### src/verilog/bpu_config.svh
`ifndef BPU_CONFIG_SVH
`define BPU_CONFIG_SVH

// pc value loaded on reset
`define BPU_RESET_VECTOR 32'h8000_0000

// sequential pc increment for a 32-bit instruction
`define BPU_INSTR_STEP 32'd4

`endif

### src/verilog/bpu_pkg.sv
package bpu_pkg;

  // data and address word
  typedef logic [31:0] word_t;

  // architectural register index
  typedef logic [4:0] reg_idx_t;

  // branch unit operation
  typedef logic [3:0] bpu_op_t;

  // system operation
  typedef logic [1:0] csr_op_t;

  localparam bpu_op_t BPU_OP_NONE = 4'd0;
  localparam bpu_op_t BPU_OP_BEQ  = 4'd1;
  localparam bpu_op_t BPU_OP_BNE  = 4'd2;
  localparam bpu_op_t BPU_OP_BLT  = 4'd3;
  localparam bpu_op_t BPU_OP_BGE  = 4'd4;
  localparam bpu_op_t BPU_OP_BLTU = 4'd5;
  localparam bpu_op_t BPU_OP_BGEU = 4'd6;
  localparam bpu_op_t BPU_OP_JAL  = 4'd7;
  localparam bpu_op_t BPU_OP_JALR = 4'd8;

  localparam csr_op_t CSR_OP_NONE  = 2'd0;
  localparam csr_op_t CSR_OP_ECALL = 2'd1;
  localparam csr_op_t CSR_OP_MRET  = 2'd2;

endpackage

### src/verilog/instr_decode.sv
`timescale 1ns/10ps

module instr_decode import bpu_pkg::*; (
  input  word_t    instr_i,

  output bpu_op_t  bpu_op_o,
  output csr_op_t  csr_op_o,
  output reg_idx_t rs1_o,
  output reg_idx_t rs2_o,
  output reg_idx_t rd_o,
  output word_t    imm_o,
  output logic     link_we_o
);

  localparam logic [6:0] OPC_BRANCH = 7'b1100011;
  localparam logic [6:0] OPC_JAL    = 7'b1101111;
  localparam logic [6:0] OPC_JALR   = 7'b1100111;
  localparam logic [6:0] OPC_SYSTEM = 7'b1110011;

  localparam logic [11:0] F12_ECALL = 12'h000;
  localparam logic [11:0] F12_MRET  = 12'h302;

  logic [6:0]  opcode;
  logic [2:0]  funct3;
  logic [11:0] funct12;

  assign opcode  = instr_i[6:0];
  assign funct3  = instr_i[14:12];
  assign funct12 = instr_i[31:20];

  assign rs1_o = instr_i[19:15];
  assign rs2_o = instr_i[24:20];
  assign rd_o  = instr_i[11:7];

  always_comb begin
    bpu_op_o = BPU_OP_NONE;
    csr_op_o = CSR_OP_NONE;
    imm_o    = '0;
    case (opcode)
      OPC_BRANCH: begin
        imm_o = {{20{instr_i[31]}}, instr_i[7], instr_i[30:25], instr_i[11:8], 1'b0};
        case (funct3)
          3'b000:  bpu_op_o = BPU_OP_BEQ;
          3'b001:  bpu_op_o = BPU_OP_BNE;
          3'b100:  bpu_op_o = BPU_OP_BLT;
          3'b101:  bpu_op_o = BPU_OP_BGE;
          3'b110:  bpu_op_o = BPU_OP_BLTU;
          3'b111:  bpu_op_o = BPU_OP_BGEU;
          default: bpu_op_o = BPU_OP_NONE;
        endcase
      end
      OPC_JAL: begin
        imm_o    = {{12{instr_i[31]}}, instr_i[19:12], instr_i[20], instr_i[30:21], 1'b0};
        bpu_op_o = BPU_OP_JAL;
      end
      OPC_JALR: begin
        if (funct3 == 3'b000) begin
          imm_o    = {{21{instr_i[31]}}, instr_i[30:20]};
          bpu_op_o = BPU_OP_JALR;
        end
      end
      OPC_SYSTEM: begin
        // only the fully zero rs1/funct3/rd forms are accepted
        if (funct3 == 3'b000 && rs1_o == '0 && rd_o == '0) begin
          if (funct12 == F12_ECALL) begin
            csr_op_o = CSR_OP_ECALL;
          end else if (funct12 == F12_MRET) begin
            csr_op_o = CSR_OP_MRET;
          end
        end
      end
      default: begin
        bpu_op_o = BPU_OP_NONE;
      end
    endcase
  end

  // jumps write the link address unless rd is x0
  assign link_we_o = ((bpu_op_o == BPU_OP_JAL) || (bpu_op_o == BPU_OP_JALR)) && (rd_o != '0);

endmodule

### src/verilog/reg_file.sv
`timescale 1ns/10ps

module reg_file import bpu_pkg::*; (
  input  logic     clk_i,
  input  logic     rst_n_i,

  input  reg_idx_t rs1_i,
  input  reg_idx_t rs2_i,
  output word_t    rdata1_o,
  output word_t    rdata2_o,

  input  logic     link_we_i,
  input  reg_idx_t rd_i,
  input  word_t    link_data_i,

  input  logic     load_we_i,
  input  reg_idx_t load_addr_i,
  input  word_t    load_data_i
);

  // x0 has no storage
  word_t regs [1:31];

  always_ff @(posedge clk_i) begin
    if (!rst_n_i) begin
      for (int i = 1; i < 32; i++) begin
        regs[i] <= '0;
      end
    end else if (load_we_i) begin
      // load port wins over the link write
      if (load_addr_i != '0) begin
        regs[load_addr_i] <= load_data_i;
      end
    end else if (link_we_i && (rd_i != '0)) begin
      regs[rd_i] <= link_data_i;
    end
  end

  assign rdata1_o = (rs1_i == '0) ? '0 : regs[rs1_i];
  assign rdata2_o = (rs2_i == '0) ? '0 : regs[rs2_i];

endmodule

### src/verilog/csr_trap.sv
`timescale 1ns/10ps

module csr_trap import bpu_pkg::*; (
  input  logic    clk_i,
  input  logic    rst_n_i,

  input  logic    instr_valid_i,
  input  csr_op_t csr_op_i,
  input  word_t   pc_i,

  input  logic    mtvec_we_i,
  input  word_t   mtvec_wdata_i,

  output word_t   csr_rdata_o
);

  word_t mepc_q;
  word_t mtvec_q;
  logic  trap_take;

  assign trap_take = instr_valid_i && (csr_op_i == CSR_OP_ECALL);

  // mepc captures the pc of the ecall itself
  always_ff @(posedge clk_i) begin
    if (!rst_n_i) begin
      mepc_q <= '0;
    end else if (trap_take) begin
      mepc_q <= pc_i;
    end
  end

  always_ff @(posedge clk_i) begin
    if (!rst_n_i) begin
      mtvec_q <= '0;
    end else if (mtvec_we_i) begin
      mtvec_q <= mtvec_wdata_i;
    end
  end

  // ecall jumps to the trap vector, mret and everything else see mepc
  always_comb begin
    case (csr_op_i)
      CSR_OP_ECALL: csr_rdata_o = mtvec_q;
      default:      csr_rdata_o = mepc_q;
    endcase
  end

endmodule

### src/verilog/branch_log.sv
`timescale 1ns/10ps
`include "bpu_config.svh"

module branch_log import bpu_pkg::*; (
  input  bpu_op_t bpu_op_i,
  input  csr_op_t csr_op_i,

  input  word_t   pc_i,
  input  word_t   imm_i,
  input  word_t   rdata1_i,
  input  word_t   rdata2_i,
  input  word_t   csr_rdata_i,

  output logic    branch_en_o,
  output word_t   dnpc_o
);

  logic  equal;
  logic  signed_less_than;
  logic  unsigned_less_than;
  word_t jalr_target;

  subtract u_subtract (
    .rdata1_i             (rdata1_i),
    .rdata2_i             (rdata2_i),
    .equal_o              (equal),
    .signed_less_than_o   (signed_less_than),
    .unsigned_less_than_o (unsigned_less_than)
  );

  always_comb begin
    case (bpu_op_i)
      BPU_OP_BEQ:  branch_en_o = equal;
      BPU_OP_BNE:  branch_en_o = !equal;
      BPU_OP_BLT:  branch_en_o = signed_less_than;
      BPU_OP_BGE:  branch_en_o = !signed_less_than;
      BPU_OP_BLTU: branch_en_o = unsigned_less_than;
      BPU_OP_BGEU: branch_en_o = !unsigned_less_than;
      BPU_OP_JAL:  branch_en_o = 1'b1;
      BPU_OP_JALR: branch_en_o = 1'b1;
      default:     branch_en_o = (csr_op_i == CSR_OP_ECALL) || (csr_op_i == CSR_OP_MRET);
    endcase
  end

  // jalr target has bit 0 forced low
  assign jalr_target = (rdata1_i + imm_i) & ~32'h1;

  always_comb begin
    if (!branch_en_o) begin
      dnpc_o = pc_i + `BPU_INSTR_STEP;
    end else if (csr_op_i != CSR_OP_NONE) begin
      dnpc_o = csr_rdata_i;
    end else if (bpu_op_i == BPU_OP_JALR) begin
      dnpc_o = jalr_target;
    end else begin
      dnpc_o = pc_i + imm_i;
    end
  end

endmodule

module subtract import bpu_pkg::*; (
  input  word_t rdata1_i,
  input  word_t rdata2_i,

  output logic  equal_o,
  output logic  signed_less_than_o,
  output logic  unsigned_less_than_o
);

  logic  cout;
  word_t result;
  logic  overflow;

  // a - b as a + ~b + 1, carry out low means borrow
  assign {cout, result} = {1'b0, rdata1_i} + {1'b0, ~rdata2_i} + 33'd1;

  assign overflow = (rdata1_i[31] & ~rdata2_i[31] & ~result[31]) |
                    (~rdata1_i[31] & rdata2_i[31] & result[31]);

  assign equal_o              = (result == '0);
  assign signed_less_than_o   = result[31] ^ overflow;
  assign unsigned_less_than_o = ~cout;

endmodule

### src/verilog/pc_seq.sv
`timescale 1ns/10ps
`include "bpu_config.svh"

module pc_seq import bpu_pkg::*; (
  input  logic  clk_i,
  input  logic  rst_n_i,

  input  logic  instr_valid_i,
  input  logic  branch_en_i,
  input  word_t dnpc_i,

  output word_t pc_o,
  output logic  branch_taken_o,
  output word_t retired_o
);

  word_t pc_q;
  logic  taken_q;
  word_t retired_q;

  // all state moves only on accepted instructions
  always_ff @(posedge clk_i) begin
    if (!rst_n_i) begin
      pc_q      <= `BPU_RESET_VECTOR;
      taken_q   <= 1'b0;
      retired_q <= '0;
    end else if (instr_valid_i) begin
      pc_q      <= dnpc_i;
      taken_q   <= branch_en_i;
      retired_q <= retired_q + 32'd1;
    end
  end

  assign pc_o           = pc_q;
  assign branch_taken_o = taken_q;
  assign retired_o      = retired_q;

endmodule

### src/verilog/branch_ctrl_top.sv
`timescale 1ns/10ps
`include "bpu_config.svh"

module branch_ctrl_top import bpu_pkg::*; (
  input  logic     clk_i,
  input  logic     rst_n_i,

  input  logic     instr_valid_i,
  input  word_t    instr_i,

  input  logic     reg_we_i,
  input  reg_idx_t reg_waddr_i,
  input  word_t    reg_wdata_i,

  input  logic     mtvec_we_i,
  input  word_t    mtvec_wdata_i,

  output word_t    pc_o,
  output logic     branch_taken_o,
  output word_t    retired_o
);

  bpu_op_t  bpu_op;
  csr_op_t  csr_op;
  reg_idx_t rs1;
  reg_idx_t rs2;
  reg_idx_t rd;
  word_t    imm;
  logic     link_we;
  word_t    link_data;
  word_t    rdata1;
  word_t    rdata2;
  word_t    csr_rdata;
  logic     branch_en;
  word_t    dnpc;

  // return address for jal and jalr
  assign link_data = pc_o + `BPU_INSTR_STEP;

  instr_decode u_instr_decode (
    .instr_i   (instr_i),
    .bpu_op_o  (bpu_op),
    .csr_op_o  (csr_op),
    .rs1_o     (rs1),
    .rs2_o     (rs2),
    .rd_o      (rd),
    .imm_o     (imm),
    .link_we_o (link_we)
  );

  // link write only happens on an accepted instruction
  reg_file u_reg_file (
    .clk_i       (clk_i),
    .rst_n_i     (rst_n_i),
    .rs1_i       (rs1),
    .rs2_i       (rs2),
    .rdata1_o    (rdata1),
    .rdata2_o    (rdata2),
    .link_we_i   (link_we & instr_valid_i),
    .rd_i        (rd),
    .link_data_i (link_data),
    .load_we_i   (reg_we_i),
    .load_addr_i (reg_waddr_i),
    .load_data_i (reg_wdata_i)
  );

  csr_trap u_csr_trap (
    .clk_i         (clk_i),
    .rst_n_i       (rst_n_i),
    .instr_valid_i (instr_valid_i),
    .csr_op_i      (csr_op),
    .pc_i          (pc_o),
    .mtvec_we_i    (mtvec_we_i),
    .mtvec_wdata_i (mtvec_wdata_i),
    .csr_rdata_o   (csr_rdata)
  );

  branch_log u_branch_log (
    .bpu_op_i    (bpu_op),
    .csr_op_i    (csr_op),
    .pc_i        (pc_o),
    .imm_i       (imm),
    .rdata1_i    (rdata1),
    .rdata2_i    (rdata2),
    .csr_rdata_i (csr_rdata),
    .branch_en_o (branch_en),
    .dnpc_o      (dnpc)
  );

  pc_seq u_pc_seq (
    .clk_i          (clk_i),
    .rst_n_i        (rst_n_i),
    .instr_valid_i  (instr_valid_i),
    .branch_en_i    (branch_en),
    .dnpc_i         (dnpc),
    .pc_o           (pc_o),
    .branch_taken_o (branch_taken_o),
    .retired_o      (retired_o)
  );

endmodule

### config.mk
export PLATFORM = sky130hd
export DESIGN_NAME = branch_ctrl_top
export DESIGN_NICKNAME = d
export VERILOG_FILES = /design/src/verilog/bpu_pkg.sv /design/src/verilog/instr_decode.sv /design/src/verilog/reg_file.sv /design/src/verilog/csr_trap.sv /design/src/verilog/branch_log.sv /design/src/verilog/pc_seq.sv /design/src/verilog/branch_ctrl_top.sv
export VERILOG_INCLUDE_DIRS = /design/src /design/src/verilog
export SDC_FILE = /design/constraint.sdc
export NUM_CORES = 2
export LEC_CHECK = 0
export ABC_AREA = 0
export BUFFER_PORTS_ARGS = -buffer_cell sky130_fd_sc_hd__buf_2
export CAP_MARGIN = 20
export CORE_UTILIZATION = 40
export DETAILED_ROUTE_END_ITERATION = 16
export PLACE_DENSITY = 0.64
export SLEW_MARGIN = 40
export SYNTH_ARGS = -nofsm -noshare
export SYNTH_HDL_FRONTEND = slang
export SYNTH_SLANG_ARGS = --single-unit
### constraint.sdc
create_clock -name clk_i -period 10.83 [get_ports clk_i]
set_input_delay 2.166 -clock clk_i [delete_from_list [all_inputs] [get_ports clk_i]]
set_output_delay 2.166 -clock clk_i [all_outputs]
set_load 0.01 [all_outputs]
Word-level counts from Yosys, hierarchy flattened
Memory sizes are Yosys's and may differ from the RTL's.
Cells that the tools add are included.
{"block": "word_totals", "reg_bits": 129, "mem_bits_rw": 992, "inputBits": 106, "out_inout_bits": 65, "n_memories": 1}
{"block": "op_classes", "add_sub_neg": 6, "eq_ne": 20, "n_mux": 31, "bitwise": 12, "reduce_logical": 21}
{"memory": "u_reg_file.regs", "words": 31, "word_bits": 32, "read_ports": 2, "rd_ports_with_merged_regs": 0, "wr": 31, "line": "reg_file.sv:22", "rtl": "word_t regs [1:31];"}
{"op": "$mux 32", "count": 9}
{"op": "$pmux 32 s3", "count": 1}
{"op": "$add 32x32->32", "count": 2}
{"op": "$reduce_or 32->1", "count": 2}
{"op": "$add 32x32->33", "count": 1}
{"op": "$add 33x1->33 const B", "count": 1}
{"op": "$add 32x1->32 const B", "count": 1}
{"op": "$add 32x3->32 const B", "count": 1}
{"op": "$logic_not 32->1", "count": 1}
{"op": "$not 32->32", "count": 1}
{"op": "$eq 7x7->1 const B", "count": 4}
{"op": "$pmux 3 s6", "count": 1}
{"op": "$eq 4x3->1 const B", "count": 4}
{"op": "$logic_not 5->1", "count": 3}
{"op": "$eq 12x10->1 const B", "count": 1}
{"op": "$eq 3x3->1 const B", "count": 4}
{"op": "$logic_not 12->1", "count": 1}
{"op": "$pmux 4 s3", "count": 1}
{"op": "$mux 1", "count": 11}
{"op": "$mux 5", "count": 2}
{"op": "$reduce_bool 5->1", "count": 2}
{"op": "$eq 4x2->1 const B", "count": 2}
{"op": "$mux 2", "count": 4}
{"op": "$pmux 1 s7", "count": 1}
{"op": "16 further kinds", "count": 29}

Depth between registers and ports, before layout
{"block": "logic_depth", "depth_word": 14, "depth_mapped": 32, "depth_no_buf": 22}

Hierarchy
A second synthesis with hierarchy kept.
{"block": "hier_totals", "hier_cells": 5905, "area_unflattened_um2": 69660.6}
{"mod": "reg_file", "instances": 1, "cells_per_inst": 4072, "area_per_inst_um2": 55460.7, "seq_area_each_um2": 30749.5}
{"mod": "branch_log", "instances": 1, "cells_per_inst": 747, "area_per_inst_um2": 4967.3, "seq_area_each_um2": 0.0}
{"mod": "csr_trap", "instances": 1, "cells_per_inst": 281, "area_per_inst_um2": 3080.5, "seq_area_each_um2": 1281.2}
{"mod": "pc_seq", "instances": 1, "cells_per_inst": 290, "area_per_inst_um2": 2702.6, "seq_area_each_um2": 1301.2}
{"mod": "subtract", "instances": 1, "cells_per_inst": 339, "area_per_inst_um2": 2193.4, "seq_area_each_um2": 0.0}
{"mod": "instr_decode", "instances": 1, "cells_per_inst": 94, "area_per_inst_um2": 684.4, "seq_area_each_um2": 0.0}
{"mod": "branch_ctrl_top", "instances": 1, "cells_per_inst": 82, "area_per_inst_um2": 571.8, "seq_area_each_um2": 0.0}

Least setup slack after synthesis
OpenSTA, ideal clock, no wires.
{"block": "synth_timing", "path_kind": "in2reg", "startpoint": "input port instr_i[20]", "endpoint": "register u_pc_seq.pc_q[19], in the netlist u_pc_seq.pc_o[19]", "setup_ps": 117, "t_arrival_ps": 9229, "path_slack_ps": 1483, "cell_stages": 29, "n_path_buf": 8, "cell_sequence": "buf_4 > buf_4 > buf_2 > clkbuf_1 > buf_2 > clkbuf_1 > clkbuf_1 > buf_1 > mux2i_1 > o221ai_1 > a221oi_1 > nor2_1 > ha_1 > inv_1 > fa_1 > a211oi_1 > o21a_1 > o311a_1 > o31ai_1 > maj3_2 > a31oi_1 > or3b_2 > o211ai_1 > nor2_1 > a41o_1 > o211a_1 > a21oi_4 > mux2_2 > a32o_1"}
{"block": "synth_via", "elab_chain_cells": 12}
{"item": "from (decl)", "line": "branch_ctrl_top.sv:9", "rtl": "input word_t instr_i,"}
{"item": "$mem_v2 31x32 / $logic_not 5->1 (equally long branches)"}
{"item": "$mux 32", "line": "reg_file.sv:40", "rtl": "assign rdata2_o = (rs2_i == '0) ? '0 : regs[rs2_i];"}
{"item": "$not 32->32", "line": "branch_log.sv:76", "rtl": "assign {cout, result} = {1'b0, rdata1_i} + {1'b0, ~rdata2_i} + 33'd1;"}
{"item": "$add 32x32->33", "line": "branch_log.sv:76"}
{"item": "$add 33x1->33", "line": "branch_log.sv:76"}
{"item": "$not 1->1", "line": "branch_log.sv:78", "rtl": "assign overflow = (rdata1_i[31] & ~rdata2_i[31] & ~result[31]) |"}
{"item": "$and 1x1->1", "line": "branch_log.sv:78"}
{"item": "$or 1x1->1", "line": "branch_log.sv:78"}
{"item": "$xor 1x1->1", "line": "branch_log.sv:82", "rtl": "assign signed_less_than_o = result[31] ^ overflow;"}
{"item": "$logic_not 1->1", "line": "branch_log.sv:36", "rtl": "BPU_OP_BGE: branch_en_o = !signed_less_than;"}
{"item": "$pmux 1 s7", "line": "branch_log.sv:32", "rtl": "case (bpu_op_i)"}
{"item": "$mux 32 (*)", "line": "branch_log.sv:49", "rtl": "if (!branch_en_o) begin"}
{"item": "to (signal assigned)", "line": "pc_seq.sv:24", "rtl": "pc_q <= `BPU_RESET_VECTOR;"}
{"item": "to (signal assigned)", "line": "pc_seq.sv:28", "rtl": "pc_q <= dnpc_i;"}
{"item": "to (decl)", "line": "pc_seq.sv:17", "rtl": "word_t pc_q;"}
Every way passes the cells marked *; elsewhere a longest branch is shown, timed or not.
A chain may end at the register's enable or synchronous reset.

Worst setup path in the final report
{"block": "layout_timing", "startpoint": "input port instr_i[18]", "endpoint": "register u_pc_seq.pc_q[21], in the netlist u_pc_seq.pc_o[21]"}
{"block": "layout_via", "elab_chain_cells": 11}
{"item": "$mem_v2 31x32 / $logic_not 5->1 (equally long branches)"}
{"item": "$mux 32", "line": "reg_file.sv:39", "rtl": "assign rdata1_o = (rs1_i == '0) ? '0 : regs[rs1_i];"}
{"item": "$add 32x32->33", "line": "branch_log.sv:76"}
{"item": "$add 33x1->33", "line": "branch_log.sv:76"}
{"item": "$not 1->1", "line": "branch_log.sv:78"}
{"item": "$and 1x1->1", "line": "branch_log.sv:78"}
{"item": "$or 1x1->1", "line": "branch_log.sv:78"}
{"item": "$xor 1x1->1", "line": "branch_log.sv:82"}
{"item": "$logic_not 1->1", "line": "branch_log.sv:36"}
{"item": "$pmux 1 s7", "line": "branch_log.sv:32"}
{"item": "$mux 32 (*)", "line": "branch_log.sv:49"}
Marked as above.

==> summary.md <==
| Metric | Value |
|---|---|
| Most used DFF post-synth | edfxtp_1 |
| Worst EP arrival | 9.93 ns |
| Die ar. | 0.164 mm2 |
| Max_slew headroom | 38.0% |
| Setup total negative slack | 0 ns |
| Required time reported for the critical path endpoint | 11.52 ns |
| Number of rows created at floorplan | 147 |
| Final Hold Viols | 0 |
| MaxCap Viol Count | 0 |
| GRT Resource Usage Total | 30.4% |
| Kind of end point of the critical path | flop |
| Yosys warning total | 0 |
| Final worst path period share | 85.3% |
| Count of pins on the block boundary | 171 |
| Post-route DRC | 0 |
| Starting DRC count in detailed routing | 8,193 |
| Max VDD drop | 0.125 mV |
| List of cells traversed by the critical path | buf_4 > buf_4 > nor2b_4 > a221oi_1 > nor2_1 > a21oi_1 > nor2_1 > ha_1 > a211oi_1 > o21a_1 > o311a_1 > o31ai_1 > buf_4 > maj3_2 > a211o_1 > a41oi_1 > o21ai_0 > nand3_1 > a21oi_1 > a211o_1 > a21oi_4 > buf_12 > mux2_2 > a211oi_1 |
| First-pass GRT wire length | 353 mm |
| Post-detailed-placement half-perimeter wirelength | 163 mm |
| Result of the run | finished, final reports clean |
| Library cells used by synthesis | 95 |
| Top cell by count, worst path | buf_4 |
| Slowest stage cell on the critical path | nor2b_4 |
| Number of antenna-violating nets in the routed design | 0 |
| Starting density of the core | 40.3% |
| Insertion delay to the later sink of the worst-skew pair | 0.79 ns |
| Total via count in the routed design | 49,800 |
| Maximum fanout along the worst path | 23 |
| RSZ-0062 raised after global routing | false |
| Clock root cell | clkbuf_16 |
| Max Root-Sink Buffers | 3 |
| Area growth syn-to-layout | 13.0% |
| Number of inserted filler cells in the final layout | 14,500 |
| Async set-or-reset flop fraction in the synthesized netlist | 0% |
| Post-CTS setup buffer count | 0 |
| Post-route setup slack | 1.59 ns |
| Clock transition time at the flip-flop clock pins of the worst setup and hold paths | 0.06 ns |
| Global-route congestion overflow total | 0 |
| Clock H-tree levels | 3 |
| Vias per inst | 6.51 |
| Number of buffers created by CTS | 120 |
| PostCTS Resize Cnt | 0 |
| Total of flip-flops plus latches after synthesis | 1,153 |
| Vertical die dimension | 404 um |
| Post-synthesis sequential area ratio | 51.5% |
| Detailed-route wire length per cell | 33.0 um |
| Initial antenna violation count | 11 |
| CTS tree | yes |
| Largest net degree at the start of global routing | 72 |
| Port bufs | 170 |
| Worst Clk Skew | 0.0656 ns |
| Hold-fix buffers, CTS | 0 |
| Setup slack on the worst flop-to-flop path | 3.50 ns |
| Count of flip-flops with a built-in enable after synthesis | 1,024 |
| Final setup violation count | 0 |
| Largest stage delay, worst path | 0.69 ns |
| Startpoint type of the worst setup path | input pin |
| Measured slew at the worst slew-check pin | 0.927 ns |
| Leak pwr | 0.0265 uW |
| Die span in x | 404 um |
| Class of the most critical setup path | in2reg |
| # clock sinks | 1,153 |
| Pins over their slew limit | 0 |
| Layout cell share with drive strength beyond 1 | 22.7% |
| Vias in the first global route | 47,800 |
| Final WL | 253 mm |
| Hold/Removal Path Class | reg2reg |
| Cell count after synthesis | 5,331 |
| Standard cell core area | 0.161 mm2 |
| Post-Place Setup Slack | 1.03 ns |
| Post-layout nets | 5,605 |
| Final weighted congestion in routability-driven placement | 0.974 |
| Areal power density over the cells | 156 mW/mm2 |
| Minimum clock period after layout | 9.24 ns |
| First-pass iteration count of the detailed router | 7 |
| Synth Cell Area | 0.0648 mm2 |
| Mean instance size in the synthesized netlist | 12.2 um2 |
| Max frequency | 108 MHz |
final cells by class:
class / instances / area, um2 / share of cell area (%)
diodes: 2 / 5.00 / 0.00684
clock buffers: 150 / 3160 / 4.31
clock inverters: 68 / 831 / 1.13
inverters: 76 / 288 / 0.393
multi-input cells: 3659 / 30000 / 40.9
flip-flops and latches: 1153 / 33300 / 45.5
well taps: 2160 / 2700 / 3.69
repair buffers: 392 / 2950 / 4.03
cell usage after synthesis, types with 65 or more instances:
cell type | number | area share, %
edfxtp_1 | 1024 | 47
nand3_1 | 80 | 0.62
buf_1 | 65 | 0.38
mux4_2 | 492 | 17
o21ai_0 | 104 | 0.80
nor2_1 | 1244 | 7.2
mux2i_1 | 235 | 3.6
clkbuf_1 | 377 | 2.2
nand2_1 | 286 | 1.7
ha_1 | 94 | 1.8
dfxtp_1 | 129 | 4.0
inv_1 | 75 | 0.43
a21oi_1 | 204 | 1.6
routing by layer:
layer	wire length, um	GRT usage (%)	vias to the layer above
met1	93700	40.8	25100
met2	113000	46.6	3865
li1	-	-	20200
met3	32200	6.85	638
met5	56	0	-
met4	13900	15.2	8
stage by stage:
step,total power [uW],hold WS [ns],instances,area (um2),util [%]
floorplan,6400,0.432,5362,64900,-
global placement,7130,0.438,7422,68900,42.9
detailed placement,7150,0.444,7440,69200,43.1
CTS,11400,0.453,7658,73200,45.5
global route,11700,0.470,7659,73200,45.5
finish,11400,0.451,7660,73200,45.5
power breakdown:
group          leakage [uW]  total [uW]  switching, uW  internal, uW
Sequential           0.0108        5190            122          5060
Combinational        0.0138        1940           1210           728
Clock               0.00193        4290           1850          2440
Total                0.0265       11400           3180          8230
cell families (layout without fill, tap and decap cells):
| logic type | Yosys count | count (layout) | share of synthesized area [%] |
|---|---|---|---|
| AND/OR/NAND/NOR | 1902 | 1902 | 12.4 |
| flip-flops | 1153 | 1153 | 51.5 |
| multiplexers | 791 | 791 | 21.9 |
| AO/OA/AOI/OAI | 716 | 716 | 7.37 |
| buffers and inverters | 550 | 686 | 3.33 |
| XOR/XNOR | 114 | 114 | 1.55 |
| adder cells (fa/ha/maj) | 104 | 104 | 2.02 |
| other | 1 | 34 | 0.00579 |
cells in the final DEF (no fill, tap or decap), types with 102 or more instances in the layout:
master     synthesis  routed
a21oi_1          204     176
buf_2             20     162
buf_4              6     190
clkbuf_16          0     121
dfxtp_1          129     129
edfxtp_1        1024    1024
mux2i_1          235     232
mux4_2           492     492
nand2_1          286     225
nor2_1          1244    1244
o21ai_0          104     102
flip-flops by register name (all words and copies together) (netlist names):
name,cells
u_pc_seq.branch_taken_o,1
u_pc_seq.pc_o,32
u_reg_file.regs,1024
u_pc_seq.retired_o,32
u_csr_trap.mtvec_q,32
u_csr_trap.mepc_q,32
worst max-delay path, delay by kind of cell:
kind / cells / cell delay, ns
AO/OA/AOI/OAI: 13 / 3.66
multiplexers: 1 / 0.35
buffers and inverters: 4 / 1.33
adder cells (fa/ha/maj): 2 / 0.69
AND/OR/NAND/NOR: 4 / 1.66
final timing paths:
path                               start                   end  depth (start not counted)
setup / recovery             instr_i[18]     u_pc_seq.pc_o[21]                         24
hold reg to reg     u_csr_trap.mepc_q[3]  u_csr_trap.mepc_q[3]                          2
hold / removal      u_csr_trap.mepc_q[3]  u_csr_trap.mepc_q[3]                          2
setup reg to reg  u_reg_file.regs[15][3]     u_pc_seq.pc_o[21]                         23
No activity file was read; power rests on OpenSTA's default activity.
